<file path="src/csi_rx_defines.svh">
`ifndef CSI_RX_DEFINES_SVH
`define CSI_RX_DEFINES_SVH

//////////////////////////////////////////////////////////////////////
// lane and word widths
//////////////////////////////////////////////////////////////////////

// one nibble per lane per mipi_clk_2 cycle, first bit in bit 0
`define CSI_NIBBLE_W 4
`define CSI_BYTE_W 8
`define CSI_WORD_W 32

// packet header fields
`define CSI_DT_W 6
`define CSI_WC_W 16

// address, column and line counters
`define CSI_ADDR_W 16

//////////////////////////////////////////////////////////////////////
// protocol constants
//////////////////////////////////////////////////////////////////////

// leader byte of every high-speed burst
`define CSI_SYNC_BYTE 8'hB8

// data types handled by the line writer
`define CSI_DT_FRAME_START 6'h00
`define CSI_DT_RAW8 6'h2A

// payload checksum, x^16 + x^12 + x^5 + 1 in reflected form
`define CSI_CRC_W 16
`define CSI_CRC_INIT 16'hFFFF
`define CSI_CRC_POLY 16'h8408

`endif
</file>
<file path="src/csi_rx_pkg.sv">
`default_nettype none

package csi_rx_pkg;

	`include "csi_rx_defines.svh"

	//////////////////////////////////////////////////////////////////////
	// aligned bytes and headers
	//////////////////////////////////////////////////////////////////////

	// one byte from each lane, same strobe for both
	typedef struct packed {
		logic [`CSI_BYTE_W-1:0] lane1_byte;
		logic [`CSI_BYTE_W-1:0] lane0_byte;
		logic                   valid;
	} lane_bytes_t;

	// decoded packet header, valid is a one cycle strobe
	typedef struct packed {
		logic [`CSI_DT_W-1:0] data_type;
		logic [`CSI_WC_W-1:0] word_count;
		logic                 valid;
	} pkt_header_t;

	//////////////////////////////////////////////////////////////////////
	// line writer results
	//////////////////////////////////////////////////////////////////////

	typedef struct packed {
		logic [`CSI_WORD_W-1:0] data;
		logic [`CSI_ADDR_W-1:0] addr;
		logic [`CSI_ADDR_W-1:0] column;
		logic [`CSI_ADDR_W-1:0] line;
	} pixel_word_t;

	// calc is the running CRC, recv is taken from the footer
	typedef struct packed {
		logic [`CSI_CRC_W-1:0] calc;
		logic [`CSI_CRC_W-1:0] recv;
		logic                  match;
	} crc_result_t;

endpackage

`default_nettype wire

</file>
<file path="src/csi_rx_top.sv">
`timescale 1ns/1ps
`default_nettype none

`include "csi_rx_defines.svh"

module csi_rx_top (
	input  logic                     mipi_clk_2,
	input  logic                     reset,
	input  logic                     hs_active_i,
	input  logic [`CSI_NIBBLE_W-1:0] lane0_nibble_i,
	input  logic [`CSI_NIBBLE_W-1:0] lane1_nibble_i,
	output csi_rx_pkg::pixel_word_t  pixel_o,
	output logic                     pix_valid_o,
	output csi_rx_pkg::crc_result_t  crc_o,
	output logic                     crc_valid_o
);

	import csi_rx_pkg::*;

	logic                   sync;
	logic                   even;
	logic [`CSI_BYTE_W-1:0] lane0_byte;
	logic [`CSI_BYTE_W-1:0] lane1_byte;
	logic                   lane0_valid;
	logic                   lane1_valid;
	lane_bytes_t            lane_bytes;
	pkt_header_t            header;
	logic [`CSI_WORD_W-1:0] payload_word;
	logic                   payload_valid;

	// lane 0 carries the sync byte and sets alignment for both lanes
	csi_sync_detector u_sync (
		.mipi_clk_2    (mipi_clk_2),
		.reset         (reset),
		.hs_active_i   (hs_active_i),
		.lane_nibble_i (lane0_nibble_i),
		.sync_o        (sync),
		.even_o        (even)
	);

	csi_lane_aligner u_align0 (
		.mipi_clk_2    (mipi_clk_2),
		.reset         (reset),
		.hs_active_i   (hs_active_i),
		.sync_i        (sync),
		.even_i        (even),
		.lane_nibble_i (lane0_nibble_i),
		.byte_o        (lane0_byte),
		.byte_valid_o  (lane0_valid)
	);

	csi_lane_aligner u_align1 (
		.mipi_clk_2    (mipi_clk_2),
		.reset         (reset),
		.hs_active_i   (hs_active_i),
		.sync_i        (sync),
		.even_i        (even),
		.lane_nibble_i (lane1_nibble_i),
		.byte_o        (lane1_byte),
		.byte_valid_o  (lane1_valid)
	);

	assign lane_bytes = '{
		lane1_byte: lane1_byte,
		lane0_byte: lane0_byte,
		valid:      lane0_valid & lane1_valid
	};

	csi_header_decoder u_header (
		.mipi_clk_2   (mipi_clk_2),
		.reset        (reset),
		.hs_active_i  (hs_active_i),
		.lane_bytes_i (lane_bytes),
		.header_o     (header),
		.word_o       (payload_word),
		.word_valid_o (payload_valid)
	);

	csi_line_writer u_writer (
		.mipi_clk_2   (mipi_clk_2),
		.reset        (reset),
		.header_i     (header),
		.word_i       (payload_word),
		.word_valid_i (payload_valid),
		.pixel_o      (pixel_o),
		.pix_valid_o  (pix_valid_o),
		.crc_o        (crc_o),
		.crc_valid_o  (crc_valid_o)
	);

endmodule

`default_nettype wire

</file>
<file path="src/csi_line_writer.sv">
`timescale 1ns/1ps
`default_nettype none

`include "csi_rx_defines.svh"

module csi_line_writer (
	input  logic                    mipi_clk_2,
	input  logic                    reset,
	input  csi_rx_pkg::pkt_header_t header_i,
	input  logic [`CSI_WORD_W-1:0]  word_i,
	input  logic                    word_valid_i,
	output csi_rx_pkg::pixel_word_t pixel_o,
	output logic                    pix_valid_o,
	output csi_rx_pkg::crc_result_t crc_o,
	output logic                    crc_valid_o
);

	import csi_rx_pkg::*;

	logic                   armed;
	logic [`CSI_WC_W-1:0]   words_left;
	logic [`CSI_ADDR_W-1:0] addr_q;
	logic [`CSI_ADDR_W-1:0] col_q;
	logic [`CSI_ADDR_W-1:0] line_q;
	logic [`CSI_CRC_W-1:0]  crc_q;
	logic [`CSI_CRC_W-1:0]  crc_next;
	logic                   payload_hit;
	logic                   footer_hit;

	//////////////////////////////////////////////////////////////////////
	// payload CRC
	//////////////////////////////////////////////////////////////////////

	// byte 0 first, each byte lsb first
	function automatic logic [`CSI_CRC_W-1:0] crc16_word(
		input logic [`CSI_CRC_W-1:0]  crc_in,
		input logic [`CSI_WORD_W-1:0] d
	);
		logic [`CSI_CRC_W-1:0] c;
		logic                  fb;
		c = crc_in;
		for (int i = 0; i < `CSI_WORD_W; i++) begin
			fb = c[0] ^ d[i];
			c = c >> 1;
			if (fb) begin
				c = c ^ `CSI_CRC_POLY;
			end
		end
		return c;
	endfunction

	assign crc_next = crc16_word(crc_q, word_i);

	assign payload_hit = word_valid_i && armed && (words_left != '0);
	// first word past the payload holds the CRC in its low half
	assign footer_hit = word_valid_i && armed && (words_left == '0);

	//////////////////////////////////////////////////////////////////////
	// frame position and packet state
	//////////////////////////////////////////////////////////////////////

	always_ff @(posedge mipi_clk_2) begin
		if (reset) begin
			armed <= 1'b0;
			words_left <= '0;
			addr_q <= '0;
			col_q <= '0;
			line_q <= '0;
			crc_q <= `CSI_CRC_INIT;
			pix_valid_o <= 1'b0;
			crc_valid_o <= 1'b0;
		end else begin
			pix_valid_o <= payload_hit;
			crc_valid_o <= footer_hit;
			if (header_i.valid) begin
				if (header_i.data_type == `CSI_DT_FRAME_START) begin
					armed <= 1'b0;
					addr_q <= '0;
					col_q <= '0;
					line_q <= '0;
				end
				if (header_i.data_type == `CSI_DT_RAW8) begin
					// RAW8 packs four pixels per word
					armed <= 1'b1;
					words_left <= header_i.word_count >> 2;
					col_q <= '0;
					crc_q <= `CSI_CRC_INIT;
				end
			end else if (payload_hit) begin
				words_left <= words_left - 1'b1;
				addr_q <= addr_q + 1'b1;
				col_q <= col_q + 1'b1;
				crc_q <= crc_next;
			end else if (footer_hit) begin
				armed <= 1'b0;
				line_q <= line_q + 1'b1;
			end
		end
	end

	//////////////////////////////////////////////////////////////////////
	// output words
	//////////////////////////////////////////////////////////////////////

	always_ff @(posedge mipi_clk_2) begin
		if (payload_hit) begin
			pixel_o <= '{data: word_i, addr: addr_q, column: col_q, line: line_q};
		end
		if (footer_hit) begin
			crc_o.calc <= crc_q;
			crc_o.recv <= word_i[15:0];
			crc_o.match <= (crc_q == word_i[15:0]);
		end
	end

endmodule

`default_nettype wire

</file>
<file path="src/csi_header_decoder.sv">
`timescale 1ns/1ps
`default_nettype none

`include "csi_rx_defines.svh"

module csi_header_decoder (
	input  logic                    mipi_clk_2,
	input  logic                    reset,
	input  logic                    hs_active_i,
	input  csi_rx_pkg::lane_bytes_t lane_bytes_i,
	output csi_rx_pkg::pkt_header_t header_o,
	output logic [`CSI_WORD_W-1:0]  word_o,
	output logic                    word_valid_o
);

	import csi_rx_pkg::*;

	logic                          pair_seen;
	logic [2*`CSI_BYTE_W-1:0]      low_half;
	logic [`CSI_WORD_W-1:0]        word_q;
	logic                          word_done;
	logic                          in_packet;
	logic [5:0]                    ecc_calc;
	logic                          header_hit;
	logic                          hdr_valid;
	logic [`CSI_DT_W-1:0]          hdr_type;
	logic [`CSI_WC_W-1:0]          hdr_count;

	//////////////////////////////////////////////////////////////////////
	// header ECC
	//////////////////////////////////////////////////////////////////////

	// six parity bits over data id and word count
	function automatic logic [5:0] calc_ecc(input logic [23:0] d);
		logic [5:0] p;
		p[0] = ^(d & 24'hF12CB7);
		p[1] = ^(d & 24'hF2555B);
		p[2] = ^(d & 24'h749A6D);
		p[3] = ^(d & 24'hB8E38E);
		p[4] = ^(d & 24'hDF03F0);
		p[5] = ^(d & 24'hEFFC00);
		return p;
	endfunction

	assign ecc_calc = calc_ecc(word_q[23:0]);

	// ECC byte has its top two bits zero, all-zero filler is ignored
	assign header_hit = word_done && !in_packet &&
		(word_q[31:24] == {2'b00, ecc_calc}) && (word_q != '0);

	//////////////////////////////////////////////////////////////////////
	// word assembly
	//////////////////////////////////////////////////////////////////////

	// first byte pair fills the low half, lane 0 is the lower byte
	always_ff @(posedge mipi_clk_2) begin
		if (lane_bytes_i.valid) begin
			if (!pair_seen) begin
				low_half <= {lane_bytes_i.lane1_byte, lane_bytes_i.lane0_byte};
			end else begin
				word_q <= {lane_bytes_i.lane1_byte, lane_bytes_i.lane0_byte, low_half};
			end
		end
		if (header_hit) begin
			hdr_type <= word_q[5:0];
			hdr_count <= word_q[23:8];
		end
		if (word_done) begin
			word_o <= word_q;
		end
	end

	//////////////////////////////////////////////////////////////////////
	// control
	//////////////////////////////////////////////////////////////////////

	always_ff @(posedge mipi_clk_2) begin
		if (reset || !hs_active_i) begin
			pair_seen <= 1'b0;
			word_done <= 1'b0;
			in_packet <= 1'b0;
			hdr_valid <= 1'b0;
			word_valid_o <= 1'b0;
		end else begin
			word_done <= 1'b0;
			if (lane_bytes_i.valid) begin
				pair_seen <= !pair_seen;
				word_done <= pair_seen;
			end
			hdr_valid <= header_hit;
			if (header_hit) begin
				in_packet <= 1'b1;
			end
			// words after the header go out as payload
			word_valid_o <= word_done && in_packet;
		end
	end

	assign header_o = '{
		data_type:  hdr_type,
		word_count: hdr_count,
		valid:      hdr_valid
	};

endmodule

`default_nettype wire

</file>
<file path="src/csi_lane_aligner.sv">
`timescale 1ns/1ps
`default_nettype none

`include "csi_rx_defines.svh"

module csi_lane_aligner (
	input  logic                     mipi_clk_2,
	input  logic                     reset,
	input  logic                     hs_active_i,
	input  logic                     sync_i,
	input  logic                     even_i,
	input  logic [`CSI_NIBBLE_W-1:0] lane_nibble_i,
	output logic [`CSI_BYTE_W-1:0]   byte_o,
	output logic                     byte_valid_o
);

	logic [`CSI_BYTE_W-1:0] even_byte;
	logic [`CSI_BYTE_W-1:0] uneven_byte;
	logic [`CSI_BYTE_W-1:0] even_next;
	logic [`CSI_BYTE_W-1:0] uneven_next;
	logic [1:0]             prev_hi;
	logic                   toggle;

	//////////////////////////////////////////////////////////////////////
	// byte assembly
	//////////////////////////////////////////////////////////////////////

	// whole nibbles, newest one in the upper half
	assign even_next = {lane_nibble_i, even_byte[7:4]};

	// two-bit offset: low bits of this nibble follow the high bits
	// of the previous one
	assign uneven_next = {lane_nibble_i[1:0], prev_hi, uneven_byte[7:4]};

	always_ff @(posedge mipi_clk_2) begin
		even_byte <= even_next;
		uneven_byte <= uneven_next;
		prev_hi <= lane_nibble_i[3:2];
		if (sync_i && toggle) begin
			byte_o <= even_i ? even_next : uneven_next;
		end
	end

	//////////////////////////////////////////////////////////////////////
	// byte strobe, every second cycle after sync
	//////////////////////////////////////////////////////////////////////

	always_ff @(posedge mipi_clk_2) begin
		if (reset || !hs_active_i) begin
			toggle <= 1'b0;
			byte_valid_o <= 1'b0;
		end else if (sync_i) begin
			toggle <= !toggle;
			byte_valid_o <= toggle;
		end else begin
			toggle <= 1'b0;
			byte_valid_o <= 1'b0;
		end
	end

endmodule

`default_nettype wire

</file>
<file path="src/csi_sync_detector.sv">
`timescale 1ns/1ps
`default_nettype none

`include "csi_rx_defines.svh"

module csi_sync_detector (
	input  logic                     mipi_clk_2,
	input  logic                     reset,
	input  logic                     hs_active_i,
	input  logic [`CSI_NIBBLE_W-1:0] lane_nibble_i,
	output logic                     sync_o,
	output logic                     even_o
);

	localparam logic [`CSI_BYTE_W-1:0] SYNC_BYTE = `CSI_SYNC_BYTE;

	logic [`CSI_NIBBLE_W-1:0] prev_nibble;
	logic [`CSI_BYTE_W-1:0]   window;
	logic                     match_even;
	logic                     match_uneven;

	//////////////////////////////////////////////////////////////////////
	// sync byte search
	//////////////////////////////////////////////////////////////////////

	// newest nibble on top, serial order is lsb first
	assign window = {lane_nibble_i, prev_nibble};

	// byte starts on a nibble boundary
	assign match_even = (window == SYNC_BYTE);

	// byte starts two bits into a nibble, so its upper six bits
	// land in the low six bits of the window
	assign match_uneven = (window[5:0] == SYNC_BYTE[7:2]);

	always_ff @(posedge mipi_clk_2) begin
		if (reset || !hs_active_i) begin
			prev_nibble <= '0;
			sync_o <= 1'b0;
			even_o <= 1'b0;
		end else begin
			prev_nibble <= lane_nibble_i;
			// first hit wins, held until the burst ends
			if (!sync_o && (match_even || match_uneven)) begin
				sync_o <= 1'b1;
				even_o <= match_even;
			end
		end
	end

endmodule

`default_nettype wire

</file>
<file path="config.mk">
export PLATFORM = sky130hd
export DESIGN_NAME = csi_rx_top
export DESIGN_NICKNAME = d
export VERILOG_FILES = /design/src/csi_rx_pkg.sv /design/src/csi_rx_top.sv /design/src/csi_line_writer.sv /design/src/csi_header_decoder.sv /design/src/csi_lane_aligner.sv /design/src/csi_sync_detector.sv
export VERILOG_INCLUDE_DIRS = /design/src /design/src/src
export SDC_FILE = /design/constraint.sdc
export NUM_CORES = 1
export LEC_CHECK = 0
export BUFFER_PORTS_ARGS = -buffer_cell sky130_fd_sc_hd__buf_2
export CORE_ASPECT_RATIO = 1.1
export CORE_MARGIN = 8
export CORE_UTILIZATION = 58
export CTS_CLUSTER_DIAMETER = 60
export CTS_CLUSTER_SIZE = 20
export DETAILED_ROUTE_END_ITERATION = 6
export PLACE_DENSITY = 0.78
export SETUP_SLACK_MARGIN = 0.05
export SYNTH_ARGS = -nofsm -noshare
export SYNTH_HDL_FRONTEND = slang
export SYNTH_HIERARCHICAL = 1
export SYNTH_SLANG_ARGS = --single-unit
export TNS_END_PERCENT = 1
</file>
<file path="constraint.sdc">
create_clock -name mipi_clk_2 -period 13.2 [get_ports mipi_clk_2]
set_input_delay 2.64 -clock mipi_clk_2 [delete_from_list [all_inputs] [get_ports mipi_clk_2]]
set_output_delay 2.64 -clock mipi_clk_2 [all_outputs]
set_load 0.03 [all_outputs]
</file>
# Word level (Yosys, flattened, before mapping)
# Index checks and enable logic that the tools add are counted.
# totals
regBits	365
latchBits	0
ramBits	0
rom_bits	0
inputBits	11
output_inout_bits	115
word_cells	214
n_memories	0
# op_classes
addsub	4
n_mul	0
div	0
magnitude_cmp	0
n_eq_ne	9
shift	0
mux	54
bitwise	68
n_reduce_logical	39
# ops
cell	count
16-bit 2-to-1 mux	47
24-bit parity	6
2-bit NOT with 3-bit output	32
16-bit by 1-bit adder with 16-bit output (second input constant)	3
32-bit nonzero test	1
1-bit XOR	32
16-bit == test	1
16-bit zero test	1
8-bit 2-to-1 mux	2
16-bit nonzero test	1
16-bit by 1-bit subtractor with 16-bit output (second input constant)	1
6-bit == test (second input constant)	2
1-bit logical AND	10
2-bit AND reduction	5
8-bit by 6-bit == test with 1-bit output	1
8-bit == test (second input constant)	1
1-bit zero test	6
6-bit zero test	1
3-bit AND reduction	2
1-bit 2-to-1 mux	5
2-bit by 1-bit != test with 1-bit output (second input constant)	2
2-bit nonzero test	2
2-bit OR reduction	2
3-bit by 1-bit != test with 1-bit output (second input constant)	1
4 further kinds	7

# Logic depth before layout (Yosys ltp)
# logic_depth
depth_word	66
depth_mapped	11
mapped_depth_nobuf	9

# Hierarchy
# The synthesis kept the hierarchy.
# by_module_without_submodules
mod	instances	cells_per_inst	area_each_um2	seq_area_each_um2
csi_line_writer	1	677	8464.4	5054.8
csi_header_decoder	1	208	4040.1	3163.0
csi_lane_aligner	2	28	558.0	400.4
csi_sync_detector	1	20	227.7	120.1
csi_rx_top	1	1	6.3	0.0

# Least setup slack after synthesis
# Ideal clock, no wire load.
# synth_timing
kind	flip-flop to flip-flop
startpoint	reg u_writer.words_left[0]
endpoint	reg, netlist name u_writer/pixel_o[0]
setup_time_ns	0.519
t_arrival_ns	4.516
required_time_ns	12.681
setup_slack_ns	8.166
path_stages_with_launch	8
n_path_buf	1
period_less_slack_ns	5.034
path_cell_list	dfxtp_1 inv_1 ha_1 or3b_2 or3_1 buf_2 nor2_1 nor2_1
# synth_between
elab_chain_cells	2
# synth_lines
item	line	rtl
start: declaration	csi_line_writer.sv:21	logic [`CSI_WC_W-1:0] words_left;
start signal: assignment	csi_line_writer.sv:85	words_left <= header_i.word_count >> 2;
start signal: assignment	csi_line_writer.sv:90	words_left <= words_left - 1'b1;
16-bit nonzero test	csi_line_writer.sv:54	assign payload_hit = word_valid_i && armed && (words_left != '0);
1-bit logical AND	csi_line_writer.sv:54	
named net u_writer.payload_hit	csi_line_writer.sv:27	logic payload_hit;
# The timed path passes the listed nets, and every way through them passes these cells.
# A chain may end at the register's enable or synchronous reset.

==> results.yml <==
yosys:
  synthCells: 960
  postSynthAreaPerCell_um2: 14.4
  synthesis.area_mm2: 0.0138
  yosys_warnings: 6
  synth_nets: 987
final_layout:
  drive_above_1_share: 0.199
  nets: 1114
  fin_area_mm2: 0.0154
  antenna_cells: 0
  area_growth_pct: 11.6
  final_cells: 1408
  n_fill_cell: 1633
floorplan:
  coreArea_mm2: 0.0235
  initial_core_util: 0.586
  rows: 59
  die_area_mm2: 0.0290
  die_h_um: 178
  die_w_um: 163
  boundaryPins: 126
global_routing:
  grt_remaining_overflow: 0
  grt_first_pass_wirelength_um: 41200
  grt_pass1_vias: 7686
  grt_max_degree: 62
  grtUsageTotal: 0.178
  antenna_found_initial: 0
routing:
  wire_per_inst_um: 18.3
  wirelength_um: 25700
  num_vias: 7731
  detail-route-antenna-nets: 0
  drc: 0
  dr.pass1.iters: 5
  vias_per_cell: 5.49
  drt-initial-drc-count: 576
timing:
  rsz0062_at_grt: "no"
  final_hold_viol_count: 0
  clock.fmax_mhz: 263
  tightest_slew_ns: 1.04
  finalSetupViolCount: 0
  period_share: 0.288
  fin_ws_ns: 9.40
  final.min_clock_period_ns: 3.80
  tns_ns: 0
  finalClockSkew_ns: 0.0114
  drv_slew: 0
  relSlewSlack: 0.309
power:
  power_mw: 1.80
  power-per-cell-area_mw_per_mm2: 117
  ir_drop_mv: 0.0909
  p_leak_nw: 5.66
worst_setup_path:
  arrival_ns: 4.14
  cpLargestDelayFamily: "simple AND/OR/NAND/NOR gates"
  cp_num_buf_inv: 2
  cp-endpoint: "u_writer/line_q[11]"
  path_max_fanout: 46
  max_stage_delay_ns: 0.87
  worst_setup_path_end_kind: "flop"
  rr_startpoint: "u_writer/words_left[0]"
  r2r_cells: 8
  path_cells: "buf_2, buf_4, nand2b_1, a21oi_1"
  reg2reg_to: "u_writer/crc_q[8]"
  crit_path_top_delay_cell: "nand2b_1"
  cp.required_ns: 13.54
  r2r_slack_ns: 9.56
  crit_type: "in2reg"
  cp-startpoint: "reset"
  cp-start-kind: "primary input"
  cp_num_cells: 4
cts:
  ctsHoldBuffers: 0
  post-cts-setup-buffers: 0
  htreeDepth: 1
  cts_tree: "done"
  clockBufferDepth: 3
  cts-buffers-inserted: 22
  cts.sinks: 339
  clk_pin_slew_ns: 0.08
  cts_resized: 0
  root_buffer: "clkbuf_16"
  clk_latency_ns: 0.51
status:
  status: "complete, no violations"
hold_path:
  min_path_type: "reg2reg"
placement:
  postPlaceCellArea_mm2: 0.0147
  dp_cells: 1368
  hpwl_um: 18600
  gp_congestion: 0.897
  dpl_worst_slack_ns: 8.89
  portBuffers: 125
job:
  cap_viol_max_count: 0
[metal layers]
metal | track usage | part of all wire
met5 | 0 | 0
met4 | 0.0666 | 0.033
met3 | 0.0283 | 0.068
met2 | 0.304 | 0.49
met1 | 0.226 | 0.41
[stage by stage]
stage | hold WS [ns] | util
after global placement | 0.357 | 0.625
after detailed placement | 0.365 | 0.625
after floorplan | 0.350 | -
after CTS | 0.375 | 0.654
final | 0.373 | 0.654
after global routing | 0.377 | 0.654
[power by group]
group | internal [mW] | switching, mW | leakage, nW
clock network | 0.330 | 0.333 | 0.324
logic | 0.00602 | 0.00730 | 2.43
registers | 1.12 | 0.00126 | 2.91
total | 1.46 | 0.341 | 5.66
[registers in the layout, summed over array words and instances (netlist names), 4 cells and up]
register             count
u_writer/pixel_o        80
u_header/low_half       16
u_header/word_q         32
u_align0/byte_o          8
u_sync/prev_nibble       4
u_header/word_o         32
u_writer/col_q          16
u_align1/even_byte       4
u_writer/addr_q         16
u_writer/crc_q          16
u_align1/byte_o          8
u_writer/words_left     16
u_writer/line_q         16
u_header/hdr_count      14
u_header/hdr_type        6
u_writer/crc_o          33
u_align0/even_byte       4
[how the worst min path moves through the flow]
stage / startpoint / end / slack [ns] / cells past startpoint
floorplan: u_align0/prev_hi[0] / u_align0/even_byte[2] / 0.35 / 0
global placement: u_align0/even_byte[7] / u_align0/even_byte[3] / 0.36 / 0
CTS: u_align0/prev_hi[0] / u_align0/even_byte[2] / 0.38 / 0
detailed placement: u_align0/prev_hi[0] / u_align0/even_byte[2] / 0.36 / 0
global route: u_align0/prev_hi[0] / u_align0/even_byte[2] / 0.38 / 0
finish: u_align0/even_byte[7] / u_align0/even_byte[3] / 0.37 / 0
[layout make-up]
class	count	area (um^2)	share of cell area
flip-flops and latches	339	9080	0.590
multi-input cells	558	4460	0.290
repair buffers	132	678	0.0440
clock buffers	35	621	0.0403
well taps	305	382	0.0248
inverters	34	128	0.00829
clock inverters	5	52.6	0.00341
[cells in the final DEF, fill, tap and decap left out, types with 23 or more instances in the layout]
| cell | instances |
|---|---|
| xor2_1 | 41 |
| nor2_1 | 77 |
| nand2_1 | 48 |
| buf_2 | 125 |
| clkbuf_16 | 23 |
| xnor2_1 | 80 |
| dfxtp_1 | 110 |
| a21oi_1 | 44 |
| o21ai_0 | 27 |
| inv_1 | 34 |
| edfxtp_1 | 229 |
No activity file was read; power rests on OpenSTA's default activity.
